<file path="src/fir_settings.svh">
`ifndef FIR_SETTINGS_SVH
`define FIR_SETTINGS_SVH

// filter geometry
`define FIR_TAPS       8
`define FIR_BLOCK_LEN  32
`define FIR_IDX_W      5

// data widths
`define FIR_SAMPLE_W   16
`define FIR_RESULT_W   32

// sample in to result out through the adder tree
`define FIR_PIPE_LAT   2

// word aligned byte addresses of the register map
`define FIR_ADR_CTRL       32'h0000_0000
`define FIR_ADR_STATUS     32'h0000_0004
`define FIR_ADR_COEF_BASE  32'h0000_0040
`define FIR_ADR_IN_BASE    32'h0000_0100
`define FIR_ADR_OUT_BASE   32'h0000_0200

`endif
</file>
<file path="src/fir_pkg.sv">
`include "fir_settings.svh"

package fir_pkg;

   // controller sequence for one block
   typedef enum logic [1:0] {
      ST_IDLE,
      ST_FEED,
      ST_DRAIN,
      ST_DONE
   } fir_state_e;

   // decoded bus access kind
   typedef enum logic [2:0] {
      OP_CTRL,
      OP_STATUS,
      OP_COEF,
      OP_IN_BUF,
      OP_OUT_BUF,
      OP_INVALID
   } fir_reg_op_e;

   // register block to controller
   typedef struct packed {
      logic start;
      logic irq_en;
   } fir_ctrl_t;

   // controller back to register block
   typedef struct packed {
      logic busy;
      logic done;
   } fir_status_t;

   // write port of either sample buffer
   typedef struct packed {
      logic                     en;
      logic [`FIR_IDX_W-1:0]    idx;
      logic [`FIR_RESULT_W-1:0] data;
   } fir_buf_wr_t;

   typedef logic [`FIR_TAPS-1:0][`FIR_SAMPLE_W-1:0] fir_coef_t;

endpackage

</file>
<file path="src/fir_ctrl_fsm.sv">
`timescale 1ns/1ns
`include "fir_settings.svh"

module fir_ctrl_fsm import fir_pkg::*; (
   input  logic        wb_clk_i,
   input  logic        wb_rst_i,
   input  fir_ctrl_t   ctrl_i,
   input  logic        last_i,
   output logic        count_en_o,
   output logic        count_clr_o,
   output logic        filt_en_o,
   output fir_status_t status_o
);

   localparam int DRAIN_W = $clog2(`FIR_PIPE_LAT + 1);

   fir_state_e         state_q;
   fir_state_e         state_d;
   logic [DRAIN_W-1:0] drain_q;
   logic               filt_en_q;

   always_comb begin
      state_d = state_q;
      case (state_q)
         ST_IDLE:  if (ctrl_i.start) state_d = ST_FEED;
         ST_FEED:  if (last_i) state_d = ST_DRAIN;
         ST_DRAIN: if (drain_q == DRAIN_W'(`FIR_PIPE_LAT - 1)) state_d = ST_DONE;
         ST_DONE:  state_d = ST_IDLE;
         default:  state_d = ST_IDLE;
      endcase
   end

   always_ff @(posedge wb_clk_i) begin
      if (wb_rst_i) begin
         state_q   <= ST_IDLE;
         drain_q   <= '0;
         filt_en_q <= 1'b0;
      end else begin
         state_q <= state_d;
         // filter runs one cycle behind the counter, matching the buffer read
         filt_en_q <= (state_q == ST_FEED);
         if (state_q == ST_DRAIN)
            drain_q <= drain_q + 1'b1;
         else
            drain_q <= '0;
      end
   end

   // start clears counter and filter history together
   assign count_clr_o = (state_q == ST_IDLE) & ctrl_i.start;
   assign count_en_o  = (state_q == ST_FEED);
   assign filt_en_o   = filt_en_q;

   assign status_o.busy = (state_q != ST_IDLE);
   assign status_o.done = (state_q == ST_DONE);

endmodule

</file>
<file path="config.mk">
export PLATFORM = sky130hd
export DESIGN_NAME = fir_ctrl_fsm
export DESIGN_NICKNAME = d
export VERILOG_FILES = /design/src/fir_pkg.sv /design/src/fir_ctrl_fsm.sv
export VERILOG_INCLUDE_DIRS = /design/src
export SDC_FILE = /design/constraint.sdc
export NUM_CORES = 1
export LEC_CHECK = 0
export ABC_AREA = 1
export BUFFER_PORTS_ARGS = -buffer_cell sky130_fd_sc_hd__buf_2
export CAP_MARGIN = 40
export CORE_AREA = 5 5 42 44
export DETAILED_ROUTE_END_ITERATION = 6
export DIE_AREA = 0 0 47 49
export GPL_TIMING_DRIVEN = 0
export PLACE_DENSITY_LB_ADDON = 0.05
export SYNTH_ARGS = -nofsm -noshare
export SYNTH_HDL_FRONTEND = slang
export SYNTH_SLANG_ARGS = --single-unit
</file>
<file path="constraint.sdc">
create_clock -name wb_clk_i -period 2.6 [get_ports wb_clk_i]
set_input_delay 0.13 -clock wb_clk_i [delete_from_list [all_inputs] [get_ports wb_clk_i]]
set_output_delay 0.13 -clock wb_clk_i [all_outputs]
set_load 0.03 [all_outputs]
</file>
==> results.yml, run 1 <==
min_path:
  hold_crit_path_type: "in -> reg"
  min-delay-start: "wb_rst_i"
layout:
  most_frequent_standard_cell_in_the_layout_excluding_fill_and_tap_cells: "sky130_fd_sc_hd__inv_1"
  antenna_cells: 0
  nets: 61
  syn2layout_area_growth_pct: 31.2
  nFillCells: 171
  layout_common_cells: "sky130_fd_sc_hd__inv_1, sky130_fd_sc_hd__nand2_1, sky130_fd_sc_hd__buf_2"
  final_util_pct: 25.9
  final_layout_size_suffix_gt1_share_pct: 24.0
  stdcell_area_um2: 363
clock_network:
  worstSkewPairLatency_ns: 0.24
  number_of_buffers_added_to_fix_hold_violations_after_cts: 0
  clkSlewWorstSetupHoldPaths_ns: 0.04
  cts_tree: "built"
  postCtsResizedCells: 0
  cts.repair_timing.setup_buffer_count: 0
  clock_tree.htree_level_count: 1
  tritoncts_num_sinks: 5
  clk_path_buf_depth: 2
  cts-buffers-inserted: 3
  cts_root_buffer: "sky130_fd_sc_hd__clkbuf_4"
synthesis:
  synthesis.yosys.warnings: 0
  syn-cell-area_um2: 277
  synth.lib_cells_used.distinct: 7
  synthesis.instances: 38
  synth_fp_nets: 48
  postSynthAreaPerCell_um2: 7.28
  ff_latch_count_synth: 5
  seq_area_frac_synth_pct: 36.2
floorplan:
  core_area_um2: 1400
  start_util_pct: 19.7
  chipWidth_um: 47
  fp.dieArea_um2: 2300
  die_height_um: 49
  floorplan_row_count: 14
  ioPinCount: 10
detailed_routing:
  vias_per_cell: 3.70
  drt_iter0_drc: 1
  via_count: 244
  sum_of_routed_wire_length_over_all_layers_um: 518
  remaining_drc_errors: 0
  ant_nets: 0
  drt-wirelength-per-cell_um: 7.85
  firstDrtPassIters: 4
pwr:
  power.net_switching_uw: 187
  fin_total_pwr_uw: 410
  comb_power_share_pct: 51.9
  power.clock.fraction_pct: 21.2
  power_switching_share_pct: 45.7
  power_per_cell_area_nw_per_um2: 1130
  seqPwrFrac_pct: 26.9
  cellInternalPower_uw: 222
  p_leak_nw: 0.213
  max-vdd-ir-drop_uv: 322
worst_setup_path:
  worstPathRequired_ns: 2.47
  worst_setup_sp_type: "register"
  cp-startpoint: "state_q[0]$_SDFFE_PP0P_"
  critical_path.endpoint_type: "output port"
  timing.critical_path.arrival_ns: 1.17
  critical_path.reg2reg.startpoint: "state_q[1]$_SDFFE_PP0P_"
  maximum_fanout_along_the_worst_path: 3
  critPathKind: "reg -> out"
sta:
  fin_skew_ns: 0.00232
  hold-worst-slack_ns: 0.0936
  rsz0062_at_grt: "no"
  finalSetupTns_ns: 0
  fmax_mhz: 771
  slew-limit-headroom_pct: 89.5
  post-route-period-util_pct: 49.9
  finalHoldViolCount: 0
  worstMarginPinSlew_ns: 0.158
  finalMaxSlewViolations: 0
  min_period_ns: 1.30
  number_of_endpoints_failing_setup_at_the_final_stage: 0
grt:
  grt_pass1_wl_um: 786
  grt_pass1_vias: 205
  global_route.overflow_total: 0
  grt_max_degree: 5
  antenna_violations_before_repair: 0
  gr-usage-all-layers_pct: 5.28
placed_design:
  placement.cell_area_um2: 337
  final_weighted_congestion_in_routability_driven_placement: 0.729
  place.port_buffers: 8
  dpl.hpwl_um: 451
status:
  run_status: "finished clean"
run:
  max_cap_violations: 0
-- path summary, 6_finish.rpt --
kind                                  end  slack (ns)  depth (start not counted)
hold / removal       filt_en_o$_SDFF_PP0_        0.09                          2
setup reg to reg  state_q[0]$_SDFFE_PP0P_        1.44                          7
hold reg to reg     drain_q[0]$_SDFF_PP0_        0.42                          1
setup / recovery              status_o[1]        1.30                          4
-- layer usage --
metal  track usage, %  wire (um)
met5                0          0
met4             5.53          0
met3             3.32         55
met2             7.01        231
met1             5.04        231
-- power by group through the flow --
stage | Clock [mW] | Sequential, mW | Combinational (mW)
6_report | 0.0868 | 0.110 | 0.212
5_1_grt | 0.0988 | 0.112 | 0.239
4_1_cts | 0.0930 | 0.110 | 0.216
3_5_place_dp | 0 | 0.112 | 0.214
3_3_place_gp | 0 | 0.112 | 0.213
2_1_floorplan | 0 | 0.118 | 0.156
-- kinds of logic (layout without fill, tap and decap cells) --
| group | count (synthesis) | count (layout) | synth area share, % |
|---|---|---|---|
| buffers and inverters | 11 | 23 | 14.9 |
| flip-flops | 5 | 5 | 36.2 |
| adder cells (fa/ha/maj) | 5 | 5 | 22.6 |
| AND/OR/NAND/NOR | 17 | 17 | 26.2 |
-- worst max-delay path, cell delays in order, from the launching register on --
cell                      delay (ns)
sky130_fd_sc_hd__dfxtp_1        0.35
sky130_fd_sc_hd__inv_1          0.09
sky130_fd_sc_hd__ha_1           0.23
sky130_fd_sc_hd__inv_1          0.08
sky130_fd_sc_hd__buf_2          0.19
-- flip-flops by register name (all words and copies together), names as in the netlist --
register	cells
state_q	2
drain_q	2
filt_en_o	1
-- through the flow --
step	setup WS [ns]	cells
after floorplan	1.41	38
after global placement	1.46	62
after detailed placement	1.47	62
after CTS	1.28	66
after global routing	1.22	66
final	1.30	66
-- synthesized netlist by cell type (all sizes together) --
cell | instances | area share [%]
ha | 5 | 23
nor3 | 2 | 3.6
inv | 11 | 15
dfxtp | 5 | 36
nand2 | 9 | 12
nor2 | 5 | 6.8
nand3 | 1 | 3.6
-- area by class of cell --
class / instances / area, um2 / share of cell area, %
clock buffer: 4 / 26.3 / 7.24
inverter: 11 / 41.3 / 11.4
multi-input combinational: 22 / 135 / 37.2
sequential: 5 / 100 / 27.6
tap: 16 / 20.0 / 5.52
timing repair buffer: 8 / 40.0 / 11.0
No activity file was read; power rests on OpenSTA's default activity.
==> run 2: changes to the inputs <==
Settings changed: ABC_AREA 1 to 0.
Clock period 2.6 ns to 1.09 ns, I/O delays scaled along.
==> results.yml, run 2 <==
pwr:
  power_switching_share_pct: 39.5
  power.net_switching_uw: 595
  p_leak_nw: 0.225
  seqPwrFrac_pct: 21.7
  max-vdd-ir-drop_uv: 762
  cellInternalPower_uw: 912
  comb_power_share_pct: 63.6
  power_per_cell_area_nw_per_um2: 2940
  power.clock.fraction_pct: 14.7
synthesis:
  synth_enable_flop_cells: 0
  ff_latch_count_synth: 5
  yosys.area.top_type: "sky130_fd_sc_hd__dfxtp_1"
  postSynthAreaPerCell_um2: 10.1
  yosysTopAreaCellShare_pct: 35.4
  synthesis.yosys.warnings: 0
  synth.lib_cells_used.distinct: 12
  yosys-top-cells-area: "sky130_fd_sc_hd__dfxtp_1, sky130_fd_sc_hd__ha_1, sky130_fd_sc_hd__nor2b_4"
  synthesis.instances: 28
  ys_async_sr_fraction_pct: 0
  synth_fp_nets: 38
  yosys-top-cells-count: "sky130_fd_sc_hd__dfxtp_1, sky130_fd_sc_hd__ha_1, sky130_fd_sc_hd__inv_1"
  seq_area_frac_synth_pct: 35.4
  ys.flop_type: "sky130_fd_sc_hd__dfxtp_1"
  syn-cell-area_um2: 283
sta:
  number_of_endpoints_failing_setup_at_the_final_stage: 5
  slew-limit-headroom_pct: 82.3
  finalMaxSlewViolations: 0
  finalSetupTns_ns: -0.430
  worstMarginPinSlew_ns: 0.263
  finalHoldViolCount: 0
  rsz0062_at_grt: "yes"
  setup_ws_ns: -0.135
  post-route-period-util_pct: 112
  fmax_mhz: 817
  hold-worst-slack_ns: 0.202
  fin_skew_ns: 0.00982
  min_period_ns: 1.22
layout:
  nets: 57
  final_util_pct: 36.5
  most_frequent_standard_cell_in_the_layout_excluding_fill_and_tap_cells: "sky130_fd_sc_hd__buf_4"
  final_layout_size_suffix_gt1_share_pct: 65.2
  antenna_cells: 0
  layout_common_cells: "sky130_fd_sc_hd__buf_4, sky130_fd_sc_hd__buf_2, sky130_fd_sc_hd__buf_6"
  final-instance-count-excl-fill: 62
  syn2layout_area_growth_pct: 81.0
worst_setup_path:
  maximum_fanout_along_the_worst_path: 4
  worst_setup_sp_type: "register"
  critical_path.reg2reg.startpoint: "state_q[1]$_SDFFE_PP0P_"
  critPathSlowestCell: "sky130_fd_sc_hd__dfxtp_4"
  rrSetupSlack_ns: -0.13
  critPathKind: "reg -> reg"
  critical_path.endpoint_type: "register"
  worstReg2RegEnd: "state_q[1]$_SDFFE_PP0P_"
  reg2reg_depth: 5
  max_stage_delay_ns: 0.37
  timing.critical_path.arrival_ns: 1.35
  worstPathRequired_ns: 1.21
  critical_path.cell_chain: "inv_4 -> ha_4 -> nor2b_4 -> o311ai_2 -> o41ai_1"
clock_network:
  clkSlewWorstSetupHoldPaths_ns: 0.05
  tritoncts_num_sinks: 5
  clk_path_buf_depth: 2
  cts_tree: "built"
  worstSkewPairLatency_ns: 0.25
  clock_tree.htree_level_count: 1
  cts-buffers-inserted: 3
  cts_root_buffer: "sky130_fd_sc_hd__clkbuf_4"
min_path:
  min-delay-start: "ctrl_i[1]"
  hold_path_depth: 3
  min_delay_worst_endpoint: "state_q[1]$_SDFFE_PP0P_"
  hold_crit_path_type: "in -> reg"
detailed_routing:
  ant_nets: 0
  firstDrtPassIters: 2
  via_count: 256
  vias_per_cell: 4.13
  sum_of_routed_wire_length_over_all_layers_um: 620
  remaining_drc_errors: 0
  drt_iter0_drc: 2
  drt-wirelength-per-cell_um: 10.0
grt:
  global_route.overflow_total: 0
  grt_max_degree: 5
  grt_pass1_vias: 258
  antenna_violations_before_repair: 0
  grt_pass1_wl_mm: 1.08
  gr-usage-all-layers_pct: 6.69
placed_design:
  dpl.hpwl_um: 460
  dp.cells: 52
  final_weighted_congestion_in_routability_driven_placement: 0.621
  place.port_buffers: 8
  dpl_worst_slack_ns: -0.168
run:
  max_cap_violations: 0
floorplan:
  die_height_um: 49
  core_area_um2: 1400
  chipWidth_um: 47
  start_util_pct: 20.2
  ioPinCount: 10
  fp.dieArea_um2: 2300
  floorplan_row_count: 14
status:
  run_status: "finished, violations left"
  failed_checks: "setup timing"
-- run 2: cell types whose count changed after synthesis --
| cell | change |
|---|---|
| sky130_fd_sc_hd__nand3_2 | -1 |
| sky130_fd_sc_hd__o311a_1 | +1 |
| sky130_fd_sc_hd__o31ai_2 | +1 |
| sky130_fd_sc_hd__o41ai_1 | +1 |
| sky130_fd_sc_hd__inv_1 | -6 |
| sky130_fd_sc_hd__nor3_1 | -2 |
| sky130_fd_sc_hd__and2_1 | +1 |
| sky130_fd_sc_hd__nand2_1 | -7 |
| sky130_fd_sc_hd__nor2b_1 | +2 |
| sky130_fd_sc_hd__nor2_1 | -3 |
| sky130_fd_sc_hd__nor2b_4 | +2 |
| sky130_fd_sc_hd__o311ai_1 | +1 |
-- run 2: worst max-delay path by stage --
stage                                  from                       to  slack (ns)  cells past startpoint
global placement    state_q[1]$_SDFFE_PP0P_  state_q[1]$_SDFFE_PP0P_       -0.16                      5
floorplan           state_q[1]$_SDFFE_PP0P_  state_q[1]$_SDFFE_PP0P_       -0.10                      5
global route        state_q[0]$_SDFFE_PP0P_  state_q[0]$_SDFFE_PP0P_       -0.20                      5
finish              state_q[1]$_SDFFE_PP0P_  state_q[1]$_SDFFE_PP0P_       -0.13                      5
detailed placement  state_q[1]$_SDFFE_PP0P_  state_q[1]$_SDFFE_PP0P_       -0.17                      5
CTS                 state_q[1]$_SDFFE_PP0P_  state_q[1]$_SDFFE_PP0P_       -0.12                      5
-- run 2: routing by layer --
metal / global-route usage (%) / routed length, um / vias up
li1: - / - / 128
met1: 8.33 / 264 / 122
met2: 8.82 / 304 / 6
met3: 5.54 / 51 / 0
met4: 1.38 / 0 / 0
met5: 0 / 0 / -
-- run 2: repair_timing --
| item | in CTS | in global routing |
|---|---|---|
| gates cloned | 0 | 0 |
| gates resized for setup | 13 | 3 |
| hold buffers | 1 | 0 |
| pin swaps | 3 | 1 |
| setup buffers | 2 | 3 |
| setup endpoints to repair | 5 | 6 |
| endpoints found under the hold margin | 1 | 0 |
-- run 2: critical path: cells and delay by family, from the launching register on --
kind | cells | cell delay, ns
flip-flops | 1 | 0.37
adder cells (fa/ha/maj) | 1 | 0.15
AND/OR/NAND/NOR | 1 | 0.13
AO/OA/AOI/OAI | 2 | 0.38
buffers and inverters | 1 | 0.05
-- run 2: stage by stage --
stage | power (mW) | instance area [um2]
after floorplan | 0.857 | 333
after global placement | 0.988 | 393
after detailed placement | 0.987 | 393
after CTS | 1.40 | 483
after global routing | 1.63 | 512
final | 1.51 | 512
-- run 2: logic make-up (layout without fill, tap and decap cells) --
group	after synthesis	in the layout	share of synthesized area, %
DFF	5	5	35.4
adders and majority gates	5	5	22.1
and+or+nand+nor	9	9	21.7
buffers and inverters	5	23	6.64
AOI/OAI and AO/OA	4	4	14.2
-- run 2: area by class of cell --
cell class | count | area, um2
tap | 16 | 20.0
clock buffer | 4 | 26.3
multi-input combinational | 18 | 219
fill | 156 | 890
timing repair buffer | 14 | 113
inverter | 5 | 26.3
sequential | 5 | 108
-- run 2: power groups by stage --
stage	clock (mW)	combinational, mW	sequential [mW]
floorplan	0	0.539	0.318
global placement	0	0.682	0.306
detailed placement	0	0.680	0.308
CTS	0.232	0.844	0.326
global route	0.246	1.05	0.334
finish	0.221	0.959	0.326
==> run 3: changes to the inputs <==
Settings changed: TNS_END_PERCENT from default to 10.
==> results.yml, run 3 (same netlist as run 2, synthesis figures left out) <==
placed_design:
  dpl_worst_slack_ns: -0.199
  final_weighted_congestion_in_routability_driven_placement: 0.601
  dpl.hpwl_um: 458
  place.port_buffers: 8
worst_setup_path:
  max_stage_delay_ns: 0.32
  reg2reg_depth: 5
  worstPathRequired_ns: 1.20
  timing.critical_path.arrival_ns: 1.34
  critical_path.cell_chain: "buf_6 -> ha_4 -> nor2b_4 -> o311ai_2 -> o41ai_1"
  cp-startpoint: "state_q[0]$_SDFFE_PP0P_"
  critPathKind: "reg -> reg"
  maximum_fanout_along_the_worst_path: 4
  critical_path.reg2reg.startpoint: "state_q[0]$_SDFFE_PP0P_"
  endpoint: "state_q[1]$_SDFFE_PP0P_"
  critPathSlowestCell: "sky130_fd_sc_hd__dfxtp_2"
  worstReg2RegEnd: "state_q[1]$_SDFFE_PP0P_"
  rrSetupSlack_ns: -0.13
  worst_setup_sp_type: "register"
  critical_path.endpoint_type: "register"
layout:
  final_layout_size_suffix_gt1_share_pct: 62.2
  layout_common_cells: "sky130_fd_sc_hd__ha_4, sky130_fd_sc_hd__buf_2, sky130_fd_sc_hd__buf_6, sky130_fd_sc_hd__buf_4"
  nets: 56
  final_util_pct: 36.0
  antenna_cells: 0
  syn2layout_area_growth_pct: 78.3
  nFillCells: 152
  multi_input_comb_area_um2: 229
  register_area_um2: 105
sta:
  slew-limit-headroom_pct: 82.8
  setup_ws_ns: -0.133
  min_period_ns: 1.22
  post-route-period-util_pct: 112
  number_of_endpoints_failing_setup_at_the_final_stage: 6
  worstMarginPinSlew_ns: 0.255
  rsz0062_at_grt: "yes"
  finalHoldViolCount: 0
  fin_skew_ns: 0.00518
  finalMaxSlewViolations: 0
  fmax_mhz: 817
floorplan:
  start_util_pct: 20.2
  ioPinCount: 10
  chipWidth_um: 47
  floorplan_row_count: 14
  die_height_um: 49
  core_area_um2: 1400
  fp.dieArea_um2: 2300
grt:
  grt_max_degree: 5
  antenna_violations_before_repair: 0
  gr-usage-all-layers_pct: 6.19
  grt_pass1_vias: 243
  grt_pass1_wl_um: 979
  global_route.overflow_total: 0
run:
  max_cap_violations: 0
clock_network:
  worstSkewPairLatency_ns: 0.24
  clkSlewWorstSetupHoldPaths_ns: 0.05
  clk_path_buf_depth: 2
  clock_tree.htree_level_count: 1
  tritoncts_num_sinks: 5
  cts-buffers-inserted: 3
  cts_tree: "built"
  cts_root_buffer: "sky130_fd_sc_hd__clkbuf_4"
detailed_routing:
  drt-wirelength-per-cell_um: 9.75
  via_count: 248
  ant_nets: 0
  remaining_drc_errors: 0
  vias_per_cell: 4.07
  firstDrtPassIters: 3
  sum_of_routed_wire_length_over_all_layers_um: 595
  drt_iter0_drc: 2
pwr:
  p_leak_nw: 0.218
  max-vdd-ir-drop_uv: 774
  power_per_cell_area_nw_per_um2: 2760
status:
  failed_checks: "setup timing"
  run_status: "finished, violations left"
min_path:
  hold_crit_path_type: "in -> reg"
[run 3: cell types whose count changed in the layout (fill, tap and decap cells not counted), sizes merged]
cell,delta
buf,-1
[run 3: power by group]
| part | switching (mW) | internal, mW | total, mW |
|---|---|---|---|
| clock | 0.0755 | 0.138 | 0.214 |
| combinational | 0.446 | 0.441 | 0.886 |
| sequential | 0.0434 | 0.250 | 0.293 |
| total | 0.565 | 0.829 | 1.39 |
[run 3: repair_timing]
| action | in CTS | in global routing |
|---|---|---|
| setup buffers | 4 | 0 |
| pin swaps | 3 | 1 |
| resized for setup | 12 | 0 |
| hold buffers | 1 | 0 |
| setup endpoints to repair | 5 | 6 |
| endpoints found under the hold margin | 1 | 0 |
[run 3: critical path: cells and delay by family (launching register included)]
| kind | cells | cell delay, ns |
|---|---|---|
| simple gates | 1 | 0.13 |
| fa+ha+maj | 1 | 0.15 |
| compound gates | 2 | 0.38 |
| buf+inv | 1 | 0.12 |
| flops | 1 | 0.32 |
[run 3: area by class of cell]
class / instances / area share (%)
timing repair buffer: 13 / 20.8
clock buffer: 4 / 5.21
multi-input combinational: 18 / 45.4
sequential: 5 / 20.8
inverter: 5 / 3.72
tap: 16 / 3.97
[run 3: metal layers]
metal	part of all wire [%]	GRT usage [%]	vias to the layer above
met5	0	0	-
met4	0	1.38	0
met3	9.7	5.54	0
met2	52	8.82	7
met1	38	6.80	115
li1	-	-	126
[run 3: how the worst min path moves through the flow]
stage / from / endpoint / slack (ns) / cells past startpoint
floorplan: wb_rst_i / filt_en_o$_SDFF_PP0_ / 0.13 / 1
global placement: wb_rst_i / filt_en_o$_SDFF_PP0_ / 0.23 / 2
detailed placement: wb_rst_i / filt_en_o$_SDFF_PP0_ / 0.23 / 2
CTS: ctrl_i[1] / state_q[1]$_SDFFE_PP0P_ / 0.19 / 3
global route: ctrl_i[1] / state_q[1]$_SDFFE_PP0P_ / 0.22 / 3
finish: ctrl_i[1] / state_q[1]$_SDFFE_PP0P_ / 0.20 / 3
[run 3: per-stage QoR]
| step | cells | hold WS [ns] | cell area (um2) | setup TNS (ns) | power, mW |
|---|---|---|---|---|---|
| 3_3_place_gp | 52 | 0.230 | 390 | -0.285 | 0.978 |
| 4_1_cts | 61 | 0.192 | 504 | -0.467 | 1.42 |
| 5_1_grt | 61 | 0.222 | 504 | -0.701 | 1.51 |
| 6_report | 61 | 0.202 | 504 | -0.402 | 1.39 |
| 3_5_place_dp | 52 | 0.234 | 390 | -0.315 | 0.985 |
| 2_1_floorplan | 28 | 0.126 | 330 | -0.160 | 0.849 |
